[config.mk]
export PLATFORM = sky130hd
export DESIGN_NAME = req_capture
export DESIGN_NICKNAME = d
export VERILOG_FILES = /design/src/common/mem_pkg.sv /design/src/hw/arbiter/req_capture.sv
export VERILOG_INCLUDE_DIRS = /design/src /design/src/common
export SDC_FILE = /design/constraint.sdc
export NUM_CORES = 1
export LEC_CHECK = 0
export BUFFER_PORTS_ARGS = -buffer_cell sky130_fd_sc_hd__buf_4
export CAP_MARGIN = 20
export CORE_MARGIN = 1.5
export CORE_UTILIZATION = 40
export CTS_BUF_LIST = sky130_fd_sc_hd__clkbuf_2 sky130_fd_sc_hd__clkbuf_4 sky130_fd_sc_hd__clkbuf_8
export CTS_CLUSTER_DIAMETER = 150
export DETAILED_ROUTE_END_ITERATION = 12
export PLACE_DENSITY = 0.75
export SLEW_MARGIN = 30
export SYNTH_ARGS = -nofsm -noshare
export SYNTH_HDL_FRONTEND = slang
export SYNTH_SLANG_ARGS = --single-unit
export TNS_END_PERCENT = 100
[constraint.sdc]
create_clock -name clk -period 0.8 [get_ports clk]
set_input_delay 0.04 -clock clk [delete_from_list [all_inputs] [get_ports clk]]
set_output_delay 0.04 -clock clk [all_outputs]
set_load 0.02 [all_outputs]
[src/common/mem_defines.svh]
`ifndef MEM_DEFINES_SVH
`define MEM_DEFINES_SVH

// one fixed memory geometry, 4 KiB of 32-bit words
`define MEM_DEPTH_WORDS 1024
`define MEM_INDEX_BITS 10 // log2 of depth

// cycles from the accepting edge to the valid cycle
`define MEM_READ_LATENCY 3
`define MEM_LAT_CNT_BITS 2 // wide enough to hold the latency

`endif

[src/common/mem_pkg.sv]
`default_nettype none

package mem_pkg;

`include "mem_defines.svh"

    typedef logic [31:0] word_t; // data word
    typedef logic [31:0] addr_t; // byte address, bits 11:2 pick the word
    typedef logic [31:0] mask_t; // bit write mask, 1 = write

    typedef logic [`MEM_INDEX_BITS-1:0] index_t;
    typedef logic [`MEM_LAT_CNT_BITS-1:0] lat_cnt_t;

    typedef enum logic [1:0] {
        wait_cmd,       // idle, ready for new requests
        wait_mem_ready, // command held until memory is ready
        wait_mem_read   // read in flight
    } arb_state_e;

endpackage

`default_nettype wire

[src/hw/arbiter/req_capture.sv]
`timescale 1ns/10ps
`default_nettype none

module req_capture
    import mem_pkg::*;
(
    input  wire   clk,
    input  wire   rst_n,
    input  wire   capture_en,
    input  wire   d_cmd_start,
    input  wire   d_cmd_write,
    input  addr_t d_addr,
    input  word_t wdata,
    input  mask_t wmask,
    input  wire   fetch_done,
    input  wire   load_done,
    input  word_t mem_rdata,
    input  wire   issue_saved,

    output logic  saved_pending,
    output logic  saved_write,
    output addr_t saved_addr,
    output word_t saved_wdata,
    output mask_t saved_wmask,
    output word_t inst,
    output word_t rdata
);

    word_t inst_q;
    word_t rdata_q;

    always_ff @(posedge clk) begin
        if (!rst_n) begin
            saved_pending <= 1'b0;
            saved_write   <= 1'b0;
            inst_q        <= '0;
            rdata_q       <= '0;
        end else begin
            if (capture_en) begin
                saved_pending <= d_cmd_start;
                saved_write   <= d_cmd_write;
            end else if (issue_saved) begin
                saved_pending <= 1'b0;
            end
            if (fetch_done) begin
                inst_q <= mem_rdata;
            end
            if (load_done) begin
                rdata_q <= mem_rdata;
            end
        end
    end

    // payload of the saved data command
    always_ff @(posedge clk) begin
        if (capture_en) begin
            saved_addr  <= d_addr;
            saved_wdata <= wdata;
            saved_wmask <= wmask;
        end
    end

    // memory word passes straight through in the valid cycle
    assign inst  = fetch_done ? mem_rdata : inst_q;
    assign rdata = load_done ? mem_rdata : rdata_q;

endmodule

`default_nettype wire

Word level (Yosys, flattened, before mapping)
Index checks and enable logic that the tools add are counted.
Widths: inputs -> output; s select.
- reductions and logical operators: 1
- multiplexer cells: 4
- operators with widths (kind ; count):
    $mux 32 ; 2
    $mux 1 ; 2
    $reduce_bool 2->1 ; 1
- logic and storage cells: 12
- bits of input ports: 136
- register bits: 162
- output and inout bits: 162

Longest topological paths before layout
- word-level depth: 2
- depth in mapped cells: 4
- gate-level depth less buffers: 2

Worst setup path before layout
OpenSTA, ideal clock, no wires.
- path kind: input port to flip-flop
- from: input fetch_done
- to: register inst_q[0]
- library setup time: 113 ps
- slack: -106 ps
- buffers on the path: 2
- arrival: 793 ps
- cell stages on the path: 4
- data required time: 687 ps
- cells stage by stage: buf_6 buf_12 mux2_4 and2_4
- word-level cells in the longest chain between the ends: 1
- RTL lines (element ; line ; RTL):
    start: declaration ; req_capture.sv:15 ; input wire fetch_done,
    $mux 32 ; -- ;
    net inst[0] ; req_capture.sv:25 ; output word_t inst,
    end signal: assignment ; req_capture.sv:46 ; inst_q <= mem_rdata;
    end: declaration ; req_capture.sv:29 ; word_t inst_q;
The timed path passes the listed nets, and every way through them passes these cells.
A chain may end at the register's enable or synchronous reset.

Worst setup path in the final report
- from: register inst_q[11]
- to: output inst[11]
- word-level cells in the longest chain between the ends: 1
- RTL lines (element ; line):
    $mux 32 ; --
    end: declaration ; req_capture.sv:25
No other way between the ends.

==> flow_metrics.env <==
export IMPL_status="complete, but fails checks"
export IMPL_violations="hold timing, setup timing"
export IMPL_drcViolationCount=0
export IMPL_timing_worst_setup_path_type="reg2out"
export IMPL_num_vias=4354
export IMPL_start_kind="flop"
export IMPL_dpl_hpwl_um=10900
export IMPL_setup_violations=227
export IMPL_syn_inst=309
export IMPL_rsz0062_at_grt="true"
export IMPL_cts_hold_buf=100
export IMPL_drt_first_pass_iters=4
export IMPL_place_area_um2=8310
export IMPL_syn_to_final_growth_pct=82.0
export IMPL_peakVddDrop_mv=1.15
export IMPL_overflow=0
export IMPL_reg2reg_from="inst_q[11]$_SDFF_PN0_"
export IMPL_setup_slack_ps=-433
export IMPL_skew_ps=0
export IMPL_maxClockFrequency_mhz=811
export IMPL_antenna_found_initial=7
export IMPL_track_usage_pct=24.9
export IMPL_gr_usage_met2_pct=41.6
export IMPL_power_frac_comb_pct=22.8
export IMPL_p_leak_nw=4.73
export IMPL_synth_avg_cell_area_um2=18.9
export IMPL_dieArea_um2=15300
export IMPL_crit_fanout=2
export IMPL_rows=43
export IMPL_max_stage_delay_ps=320
export IMPL_cts_max_path_buffers=2
export IMPL_power_switching_mw=5.56
export IMPL_grt_pass1_wl_um=27300
export IMPL_io_buffers=297
export IMPL_nets=876
export IMPL_core_area_um2=14000
export IMPL_min_delay_start="mem_rdata[30]"
export IMPL_worstPathCellList="mux2_4 -> buf_6"
export IMPL_whs_ps=-56.2
export IMPL_cts_tree="yes"
export IMPL_power_density_nw_per_um2=1940
export IMPL_endpoint_kind="primary output"
export IMPL_ant_nets=0
export IMPL_min_delay_path_class="in2reg"
export IMPL_nFillCells=803
export IMPL_period_share_pct=154
export IMPL_synth_nets=445
export IMPL_io_pin_count=298
export IMPL_max_slew_margin_pct=73.6
export IMPL_sw_frac_of_total_pct=27.1
export IMPL_drv_cap=0
export IMPL_initial_core_util_pct=41.5
export IMPL_critPathLaunch="inst_q[11]$_SDFF_PN0_"
export IMPL_grt_pass1_vias=4706
export IMPL_clk_transition_reported_paths_ps=90
export IMPL_drive_gt1_share_pct=66.4
export IMPL_maxSlewViolCount=0
export IMPL_final_hold_viol_count=49
export IMPL_place_congestion=0.783
export IMPL_ys_ff_latch=162
export IMPL_busiest_layer="met2"
export IMPL_grt_max_degree=40
export IMPL_grt_use_met3_pct=8.88
export IMPL_syn_cell_area_um2=5830
export IMPL_synth_warnings=0
export IMPL_worst_pin_slew_ps=396
export IMPL_use_met1_pct=27.8
export IMPL_htreeDepth=4
export IMPL_wl_per_cell_um=21.1
export IMPL_ys_types=14
export IMPL_final_area_um2=10600
export IMPL_finalCriticalPeriod_ps=1230
export IMPL_reg2reg_slack_ps=-240
export IMPL_worst_endpoint_required_ps=760
export IMPL_tns_ps=-54240
export IMPL_drt_vias_per_instance=4.63
export IMPL_arrival_ps=1190
export IMPL_final_util_pct=75.6
export IMPL_numCtsBuffers=17
export IMPL_p_clk_share_pct=29.6
export IMPL_slowest_stage="dfxtp_2"
export IMPL_ys_seq_area_share_pct=72.1
export IMPL_intPower_mw=15.0
export IMPL_drt_total_wl_um=19800
export IMPL_die_w_um=124
export IMPL_drt_iter0_markers=221
export IMPL_cts_root_buffer="clkbuf_8"
export IMPL_seq_power_share_pct=47.6
export IMPL_cts_sinks=162
export IMPL_clock_latency_ps=450
export IMPL_die_y_um=124
worst max-delay path, delay by kind of cell, from the launching register on:
kind / cells / cell delay [ps]
buffers and inverters: 1 / 140
DFF: 1 / 320
muxes: 1 / 280
metal layers:
metal,share of wire (%),routed length [µm]
met2,50,9990
met1,37,7230
met5,0,0
met3,9.2,1820
met4,3.8,759
flip-flops by register name, summed over array words and instances (netlist names):
signal         count
saved_wmask       32
inst_q            32
saved_addr        32
saved_pending      1
saved_wdata       32
saved_write        1
rdata_q           32
layout make-up:
class | instances | area [µm²] | share of cell area, %
Sequential cell | 162 | 4230 | 39.9
Timing Repair Buffer | 427 | 4220 | 39.8
Multi-Input combinational cell | 132 | 1530 | 14.4
Clock buffer | 17 | 234 | 2.21
Tap cell | 180 | 225 | 2.12
Clock inverter | 14 | 154 | 1.45
Antenna cell | 8 | 20.0 | 0.189
power by group through the flow:
stage / Sequential [mW] / Combinational, mW / Clock (mW)
final: 9.78 / 4.68 / 6.08
after global routing: 9.82 / 4.89 / 6.53
after CTS: 9.71 / 4.44 / 6.07
after detailed placement: 9.81 / 3.49 / 0
after global placement: 9.79 / 3.45 / 0
after floorplan: 10.3 / 1.22 / 0
placed cells by master, fill, tap and decap left out, drive strengths merged, types with 2 or more instances in the layout:
master	n
inv	4
mux2	64
diode	8
and2	64
clkbuf	17
edfxtp	96
dfxtp	66
dlygate4sd3	100
bufinv	2
buf	327
clkinv	4
clkinvlp	4
synth_stat cells:
cell | instances | area share [%]
a31o_2 | 1 | 0.15
and2_1 | 36 | 3.9
and2_4 | 28 | 4.2
and4bb_2 | 1 | 0.21
buf_12 | 6 | 2.1
buf_2 | 3 | 0.26
buf_6 | 2 | 0.39
clkbuf_1 | 4 | 0.26
dfxtp_1 | 66 | 23
edfxtp_1 | 96 | 49
mux2_2 | 4 | 0.77
mux2_4 | 60 | 15
mux2i_1 | 1 | 0.17
nor2b_1 | 1 | 0.11
stage by stage:
step / std cells / power, mW / worst slack [ps]
floorplan: 309 / 11.5 / -99.1
global placement: 785 / 13.2 / -126
detailed placement: 785 / 13.3 / -143
CTS: 922 / 20.2 / -454
global route: 940 / 21.2 / -484
finish: 940 / 20.5 / -433
repair_timing:
item	in CTS	in global routing
pin swaps	1	0
endpoints found under the setup margin	226	228
gates resized for setup	178	53
buffers inserted	6	12
hold endpoints to repair	157	49
kinds of logic after synthesis:
logic type | Yosys count | synth area share (%)
compound gates | 1 | 0.150
simple gates | 66 | 8.39
flops | 162 | 72.1
mux | 65 | 16.4
buf+inv | 15 | 2.96
final timing paths:
path,to,depth (start not counted)
hold reg to reg,saved_write$_SDFFE_PN0P_,2
hold / removal,inst_q[30]$_SDFF_PN0_,3
setup reg to reg,inst_q[11]$_SDFF_PN0_,4
setup / recovery,inst[11],2
(Power assumes the default switching activity.)
