===== config.mk =====
export PLATFORM = sky130hd
export DESIGN_NAME = arb_fsm_flat
export DESIGN_NICKNAME = d
export VERILOG_FILES = /design/src/common/mem_pkg.sv /design/src/common/mem_cmd_if.sv /design/src/hw/arbiter/arb_fsm.sv /design/src/flat_wrapper.sv
export VERILOG_INCLUDE_DIRS = /design/src /design/src/common
export SDC_FILE = /design/constraint.sdc
export NUM_CORES = 1
export LEC_CHECK = 0
export ABC_AREA = 1
export BUFFER_PORTS_ARGS = -buffer_cell sky130_fd_sc_hd__buf_2
export CORE_AREA = 2 2 144 146
export DETAILED_ROUTE_END_ITERATION = 12
export DIE_AREA = 0 0 146 148
export GPL_TIMING_DRIVEN = 0
export SYNTH_ARGS = -nofsm -noshare
export SYNTH_HDL_FRONTEND = slang
export SYNTH_SLANG_ARGS = --single-unit

===== constraint.sdc =====
create_clock -name clk -period 4.3 [get_ports clk]
set_input_delay 1.075 -clock clk [delete_from_list [all_inputs] [get_ports clk]]
set_output_delay 1.075 -clock clk [all_outputs]
set_load 0.02 [all_outputs]

===== src/common/mem_defines.svh =====
`ifndef MEM_DEFINES_SVH
`define MEM_DEFINES_SVH

// one fixed memory geometry, 4 KiB of 32-bit words
`define MEM_DEPTH_WORDS 1024
`define MEM_INDEX_BITS 10 // log2 of depth

// cycles from the accepting edge to the valid cycle
`define MEM_READ_LATENCY 3
`define MEM_LAT_CNT_BITS 2 // wide enough to hold the latency

`endif


===== src/common/mem_pkg.sv =====
`default_nettype none

package mem_pkg;

`include "mem_defines.svh"

    typedef logic [31:0] word_t; // data word
    typedef logic [31:0] addr_t; // byte address, bits 11:2 pick the word
    typedef logic [31:0] mask_t; // bit write mask, 1 = write

    typedef logic [`MEM_INDEX_BITS-1:0] index_t;
    typedef logic [`MEM_LAT_CNT_BITS-1:0] lat_cnt_t;

    typedef enum logic [1:0] {
        wait_cmd,       // idle, ready for new requests
        wait_mem_ready, // command held until memory is ready
        wait_mem_read   // read in flight
    } arb_state_e;

endpackage

`default_nettype wire


===== src/common/mem_cmd_if.sv =====
`timescale 1ns/10ps
`default_nettype none

interface mem_cmd_if
    import mem_pkg::*;
();

    logic  cmd_start;
    logic  cmd_write;
    logic  cmd_ready;
    addr_t addr;
    word_t wdata;
    mask_t wmask;
    word_t rdata;
    logic  rdata_valid;

    // arbiter side issues commands
    modport arbiter (
        output cmd_start, cmd_write, addr, wdata, wmask,
        input  cmd_ready, rdata, rdata_valid
    );

    // memory side answers them
    modport memory (
        input  cmd_start, cmd_write, addr, wdata, wmask,
        output cmd_ready, rdata, rdata_valid
    );

endinterface

`default_nettype wire


===== src/hw/arbiter/arb_fsm.sv =====
`timescale 1ns/10ps
`default_nettype none

module arb_fsm
    import mem_pkg::*;
(
    input  wire   clk,
    input  wire   rst_n,
    input  wire   halt,
    input  wire   inst_start,
    input  wire   d_cmd_start,
    input  addr_t i_addr,

    input  wire   saved_pending,
    input  wire   saved_write,
    input  addr_t saved_addr,
    input  word_t saved_wdata,
    input  mask_t saved_wmask,

    input  wire   d_cmd_write,
    input  addr_t d_addr,
    input  word_t wdata,
    input  mask_t wmask,

    output logic  inst_ready,
    output logic  d_cmd_ready,
    output logic  inst_valid,
    output logic  rdata_valid,
    output logic  capture_en,
    output logic  fetch_done,
    output logic  load_done,

    mem_cmd_if.arbiter mem
);

    arb_state_e state_q;
    arb_state_e state_d;
    logic       cur_fetch_q; // read in flight belongs to the fetch port
    logic       cur_fetch_d;
    addr_t      fetch_addr_q; // fetch address kept for a late issue
    logic       accept;
    logic       fetch_ret;
    logic       load_ret;

    assign accept = (state_q == wait_cmd) && !halt && (inst_start || d_cmd_start);

    // which requester the returning read belongs to
    assign fetch_ret = (state_q == wait_mem_read) && mem.rdata_valid && cur_fetch_q;
    assign load_ret  = (state_q == wait_mem_read) && mem.rdata_valid && !cur_fetch_q;

    assign inst_ready  = (state_q == wait_cmd) && !halt;
    assign d_cmd_ready = (state_q == wait_cmd) && !halt;
    assign inst_valid  = fetch_ret;
    assign fetch_done  = fetch_ret;
    assign rdata_valid = load_ret;
    assign load_done   = load_ret;
    assign capture_en  = accept;

    always_comb begin
        state_d       = state_q;
        cur_fetch_d   = cur_fetch_q;
        mem.cmd_start = 1'b0;
        mem.cmd_write = 1'b0;
        mem.addr      = saved_addr; // saved command unless the live one goes out
        mem.wdata     = saved_wdata;
        mem.wmask     = saved_wmask;
        case (state_q)
            wait_cmd: begin
                if (accept) begin
                    cur_fetch_d = inst_start; // fetch wins a tie
                    if (!mem.cmd_ready) begin
                        state_d = wait_mem_ready;
                    end else if (inst_start) begin
                        mem.cmd_start = 1'b1;
                        mem.addr      = i_addr;
                        state_d       = wait_mem_read;
                    end else begin
                        mem.cmd_start = 1'b1;
                        mem.cmd_write = d_cmd_write;
                        mem.addr      = d_addr;
                        mem.wdata     = wdata;
                        mem.wmask     = wmask;
                        state_d       = d_cmd_write ? wait_cmd : wait_mem_read;
                    end
                end
            end
            wait_mem_ready: begin
                if (mem.cmd_ready) begin
                    mem.cmd_start = 1'b1;
                    if (cur_fetch_q) begin
                        mem.addr = fetch_addr_q;
                        state_d  = wait_mem_read;
                    end else begin
                        mem.cmd_write = saved_write;
                        state_d       = saved_write ? wait_cmd : wait_mem_read;
                    end
                end
            end
            wait_mem_read: begin
                if (fetch_ret && saved_pending) begin
                    cur_fetch_d = 1'b0; // data command follows the fetch
                    if (mem.cmd_ready) begin
                        mem.cmd_start = 1'b1;
                        mem.cmd_write = saved_write;
                        state_d       = saved_write ? wait_cmd : wait_mem_read;
                    end else begin
                        state_d = wait_mem_ready;
                    end
                end else if (mem.rdata_valid) begin
                    state_d = wait_cmd;
                end
            end
            default: state_d = wait_cmd;
        endcase
    end

    always_ff @(posedge clk) begin
        if (!rst_n) begin
            state_q     <= wait_cmd;
            cur_fetch_q <= 1'b0;
        end else begin
            state_q     <= state_d;
            cur_fetch_q <= cur_fetch_d;
        end
    end

    always_ff @(posedge clk) begin
        if (accept) begin
            fetch_addr_q <= i_addr;
        end
    end

endmodule

`default_nettype wire


===== src/flat_wrapper.sv =====
// flat-port wrapper written by rule: the top's interface ports become plain ports
module arb_fsm_flat import mem_pkg::*;
  (clk, rst_n, halt, inst_start, d_cmd_start, i_addr, saved_pending, saved_write, saved_addr, saved_wdata, saved_wmask, d_cmd_write, d_addr, wdata, wmask, inst_ready, d_cmd_ready, inst_valid, rdata_valid, capture_en, fetch_done, load_done, mem_cmd_start, mem_cmd_write, mem_addr, mem_wdata, mem_wmask, mem_cmd_ready, mem_rdata, mem_rdata_valid);
  mem_cmd_if mem_i ();
  input  wire clk;
  input  wire rst_n;
  input  wire halt;
  input  wire inst_start;
  input  wire d_cmd_start;
  input  addr_t i_addr;
  input  wire saved_pending;
  input  wire saved_write;
  input  addr_t saved_addr;
  input  word_t saved_wdata;
  input  mask_t saved_wmask;
  input  wire d_cmd_write;
  input  addr_t d_addr;
  input  word_t wdata;
  input  mask_t wmask;
  output logic inst_ready;
  output logic d_cmd_ready;
  output logic inst_valid;
  output logic rdata_valid;
  output logic capture_en;
  output logic fetch_done;
  output logic load_done;
  output wire logic [$bits(mem_i.cmd_start)-1:0] mem_cmd_start;
  output wire logic [$bits(mem_i.cmd_write)-1:0] mem_cmd_write;
  output wire logic [$bits(mem_i.addr)-1:0] mem_addr;
  output wire logic [$bits(mem_i.wdata)-1:0] mem_wdata;
  output wire logic [$bits(mem_i.wmask)-1:0] mem_wmask;
  input wire logic [$bits(mem_i.cmd_ready)-1:0] mem_cmd_ready;
  input wire logic [$bits(mem_i.rdata)-1:0] mem_rdata;
  input wire logic [$bits(mem_i.rdata_valid)-1:0] mem_rdata_valid;
  assign mem_cmd_start = mem_i.cmd_start;
  assign mem_cmd_write = mem_i.cmd_write;
  assign mem_addr = mem_i.addr;
  assign mem_wdata = mem_i.wdata;
  assign mem_wmask = mem_i.wmask;
  assign mem_i.cmd_ready = mem_cmd_ready;
  assign mem_i.rdata = mem_rdata;
  assign mem_i.rdata_valid = mem_rdata_valid;
  arb_fsm u_core (.clk(clk), .rst_n(rst_n), .halt(halt), .inst_start(inst_start), .d_cmd_start(d_cmd_start), .i_addr(i_addr), .saved_pending(saved_pending), .saved_write(saved_write), .saved_addr(saved_addr), .saved_wdata(saved_wdata), .saved_wmask(saved_wmask), .d_cmd_write(d_cmd_write), .d_addr(d_addr), .wdata(wdata), .wmask(wmask), .inst_ready(inst_ready), .d_cmd_ready(d_cmd_ready), .inst_valid(inst_valid), .rdata_valid(rdata_valid), .capture_en(capture_en), .fetch_done(fetch_done), .load_done(load_done), .mem(mem_i));
endmodule

Yosys cells after proc, flatten, opt, wreduce, memory -nomap -nowiden
Cells that the tools add are included.
{"block": "totals", "reg_bits": 35, "inputBits": 266, "output_inout_bits": 105, "wordCells": 62}
{"block": "classes", "n_eq_ne": 6, "muxes": 40, "n_reduce_logical": 13}
{"op": "two-way mux 32 bit", "n": 13}
{"op": "case mux 32 bit (2 select lines)", "n": 1}
{"op": "two-way mux 2 bit", "n": 10}
{"op": "two-way mux 1 bit", "n": 12}
{"op": "logical AND 1 bit", "n": 6}
{"op": "inequality test 2 bit (second input constant)", "n": 3}
{"op": "case mux 1 bit (3 select lines)", "n": 2}
{"op": "case mux 2 bit (3 select lines)", "n": 1}
{"op": "AND reduction 3 bit", "n": 2}
{"op": "inequality test 3 bit (second input constant)", "n": 1}
{"op": "equality test 2 x 1 -> 1 bit (second input constant)", "n": 1}
{"op": "equality test 2 bit (second input constant)", "n": 1}
{"op": "zero test 1 bit", "n": 2}
{"op": "zero test 2 bit", "n": 1}
{"op": "case mux 1 bit (2 select lines)", "n": 1}
{"op": "nonzero test 2 bit", "n": 1}
{"op": "logical OR 1 bit", "n": 1}

Longest topological paths before layout
{"block": "depth", "ltp_word": 6, "depth_mapped": 11}

Worst setup path before layout
OpenSTA, ideal clock, no wires.
{"block": "synth_path", "path_kind": "input to output", "from": "in inst_start", "to": "out mem_addr[11]", "arrival_ps": 2302, "setup_slack_ps": 923, "path_stages": 9, "path_buffers": 2, "cell_sequence": "buf_4 > inv_2 > nand2_1 > nand3_2 > nor2_4 > inv_2 > a21oi_1 > buf_2 > o21ai_0"}
{"block": "synth_via", "elab_chain_len": 4}
{"item": "from (decl)", "line_no": "flat_wrapper.sv:8", "text": "input wire inst_start;"}
{"item": "two-way mux 32 bit / logical OR 1 bit (equally long branches)", "line_no": "arb_fsm.sv:73, arb_fsm.sv:45"}
{"item": "two-way mux 32 bit / logical AND 1 bit (equally long branches)", "line_no": "arb_fsm.sv:71, arb_fsm.sv:45"}
{"item": "two-way mux 32 bit *", "line_no": "arb_fsm.sv:69", "text": "if (accept) begin"}
{"item": "case mux 32 bit (2 select lines) *", "line_no": "arb_fsm.sv:67", "text": "case (state_q)"}
{"item": "to (decl)", "line_no": "flat_wrapper.sv:29", "text": "output wire logic [$bits(mem_i.addr)-1:0] mem_addr;"}
Mark *: on every way between the ends. The rest lies on a longest branch, timed or not.

Worst setup path in the final report
{"block": "layout_path", "from": "in inst_start", "to": "out mem_addr[15]"}
Same word-level chain as after synthesis.

==> summary.txt <==
Run status
  – Status: finished clean

Place
  – Area post-placement: 0.005313 mm²
  – GP Congestion: 0.8217
  – Pre-CTS setup slack: 242.5 ps
  – Buffers on Ports: 337
  – DP Wirelength: 15190 µm

Pwr
  – Seq pwr share: 0.283
  – Psw: 0.0005926 W
  – Internal Pwr Total: 0.0008758 W
  – Logic pwr share: 0.474
  – Worst vdd ir: 0.0001757 V
  – Static leakage: 3.005 nW
  – Power Density: 268.0 mW/mm²
  – Clock share of power: 0.242
  – Sw Share: 0.4036

Timing
  – RSZ-0062 raised after global routing: false
  – Max Slew Vio Count: 0
  – Skew final: 4.144 ps
  – Final Hold Vio Count: 0
  – Worst Tran Pin Value: 679.8 ps
  – Max transition margin: 0.5468
  – Setup TNS Final: 0 ps
  – Setup ws final: 340.3 ps
  – Post-route minimum period: 3960 ps
  – FMAX: 252.5 MHz
  – Part of the cycle the worst path needs: 0.9209
  – Endpoints failing setup: 0

Synth
  – Cell taking the most area after synthesis: nand2_1
  – Synth Net Count: 809
  – Average cell area after synthesis: 6.056 µm²
  – Register bit total from synthesis: 35
  – Post-Syn Area: 0.003288 mm²
  – Synth top area cells: nand2_1, edfxtp_1, o211ai_1
  – Area share of the largest cell type after synthesis: 0.3459
  – Seq/Total Area, Yosys: 0.3105
  – Synth warn: 0
  – Syn Inst Count: 543
  – Synth cell types: 24

Floorplanning
  – Core Area: 0.02004 mm²
  – Starting density of the core: 0.1641
  – # IOs: 371
  – Overall die height: 148 µm
  – Die width: 146 µm
  – Area of the die: 0.02161 mm²
  – Site Rows: 52

Critical path
  – Critical path type: in -> out
  – Critical path startpoint: inst_start
  – Critical Path Sink: mem_addr[15]
  – Req. time, crit path: 3220 ps
  – R2R Setup Slk: 2580 ps
  – R2r startpoint: u_core.state_q[0]$_SDFFE_PN0P_
  – Crit-path max FO: 10
  – Crit path launch type: input port
  – R2R Path End: u_core.fetch_addr_q[29]$_DFFE_PN_
  – Critical Path AT: 2880 ps
  – Nature of the critical path endpoint: output pin
  – R2R depth: 4

CTS
  – Root buffer cell: clkbuf_16
  – Clk_lat worst skew: 280 ps
  – CTS tree: yes
  – Reg clk slew, reported paths: 60 ps
  – Hold-fix buffers, CTS: 0
  – Number of post-CTS setup repair buffers: 0
  – Total CTS buffers: 5
  – Buffer depth of the longest clock path: 2
  – H-Tree Depth: 2
  – Resized cells post-CTS: 0
  – CTS sink cnt: 35

Finish
  – Final Util: 0.2735
  – Final nets: 1154
  – Commonest non-fill, non-tap cell in the layout: buf_2
  – Synthesis-to-finish area growth: 66.67%
  – Most frequent cells in the layout: buf_2, nand2_1, edfxtp_1
  – Share of layout cells above drive strength 1: 0.4218
  – Post-route cell area: 0.005480 mm²

Global route
  – Largest net degree at the start of global routing: 34
  – Vias in the first global route: 4557
  – Initial antenna violation count: 12
  – Global-route wire length before repair: 25450 µm
  – Gr ovfl total: 0
  – Total track usage: 0.1538

Detailed routing
  – Vias per cell: 4.115
  – DRC violations left: 0
  – Detailed Route Iter0 Violations: 164
  – Antenna Nets Post-Route: 0
  – Pre-antenna DRT Iters: 5
  – Via Count: 4786
  – DR WL/cell: 15.31 µm
  – Routed WL: 17800 µm

Job
  – Max_cap viols: 0

Min path
  – Worst Hold Class: reg -> reg
## kinds of logic after synthesis
kind of cell	after synthesis	share of synthesized area
and+or+nand+nor	357	0.4273
AOI/OAI and AO/OA	81	0.1587
buffers and inverters	70	0.1035
DFF	35	0.3105
## worst max-delay path, stage by stage
cell,delay (ps)
buf_4,150
inv_2,100
nand2_1,120
nand3_2,100
nor2_4,260
buf_1,560
a21oi_1,200
o21ai_0,120
buf_2,180
## final cells by class
cell class / instances / area (µm²)
flip-flops and latches: 35 / 1021
inverters: 32 / 120.1
fillers: 2302 / 14560
clock buffers: 7 / 132.6
repair buffers: 338 / 1707
well taps: 270 / 337.8
diodes: 4 / 10.01
clock inverters: 1 / 5.005
plain buffers: 38 / 220.2
multi-input cells: 438 / 1927
## metal layers
| metal | GRT usage | vias to the layer above | part of all wire |
|---|---|---|---|
| met2 | 0.2946 | 233 | 0.52 |
| li1 | - | 2453 | - |
| met3 | 0.04290 | 32 | 0.080 |
| met5 | 0 | - | 0.0021 |
| met1 | 0.1676 | 2062 | 0.38 |
| met4 | 0.03592 | 6 | 0.021 |
## cell usage after synthesis, drive strengths merged
| cell type | instances |
|---|---|
| nand2 | 303 |
| edfxtp | 32 |
| inv | 32 |
| nand3 | 29 |
| buf | 27 |
| a21oi | 25 |
| nor2 | 22 |
| o211ai | 21 |
| a22oi | 17 |
| o21ai | 12 |
| clkbuf | 11 |
| a22o | 5 |
| dfxtp | 3 |
| nand4 | 2 |
| nor3 | 1 |
| o21a | 1 |
## power by group through the flow
stage | registers [W] | clock network, W | logic [W]
2_1_floorplan | 0.000421 | 0 | 0.000394
3_3_place_gp | 0.000423 | 0 | 0.000696
3_5_place_dp | 0.000425 | 0 | 0.000698
4_1_cts | 0.000417 | 0.000366 | 0.000701
5_1_grt | 0.000418 | 0.000378 | 0.000767
6_report | 0.000416 | 0.000356 | 0.000697
## worst min-delay path by stage
stage / depth (start not counted) / slack (ps) / from / end
floorplan: 2 / 490 / u_core.cur_fetch_q$_SDFFE_PN0P_ / u_core.cur_fetch_q$_SDFFE_PN0P_
global placement: 2 / 520 / u_core.cur_fetch_q$_SDFFE_PN0P_ / u_core.cur_fetch_q$_SDFFE_PN0P_
detailed placement: 2 / 520 / u_core.cur_fetch_q$_SDFFE_PN0P_ / u_core.cur_fetch_q$_SDFFE_PN0P_
CTS: 2 / 530 / u_core.cur_fetch_q$_SDFFE_PN0P_ / u_core.cur_fetch_q$_SDFFE_PN0P_
global route: 2 / 560 / u_core.cur_fetch_q$_SDFFE_PN0P_ / u_core.cur_fetch_q$_SDFFE_PN0P_
finish: 2 / 530 / u_core.cur_fetch_q$_SDFFE_PN0P_ / u_core.cur_fetch_q$_SDFFE_PN0P_
## state kept, by name (all words and copies together), names as in the netlist
signal and count:
u_core.state_q 2, u_core.fetch_addr_q 32, u_core.cur_fetch_q 1
## metrics by stage
step           hold WS (ps)  total power, W  instances
2_1_floorplan         491.4       0.0008154        543
3_3_place_gp          516.5        0.001119       1150
3_5_place_dp          521.3        0.001123       1150
4_1_cts               533.0        0.001485       1158
5_1_grt               558.2        0.001563       1161
6_report              530.1        0.001468       1163
Power figures use the tool's default switching activity.
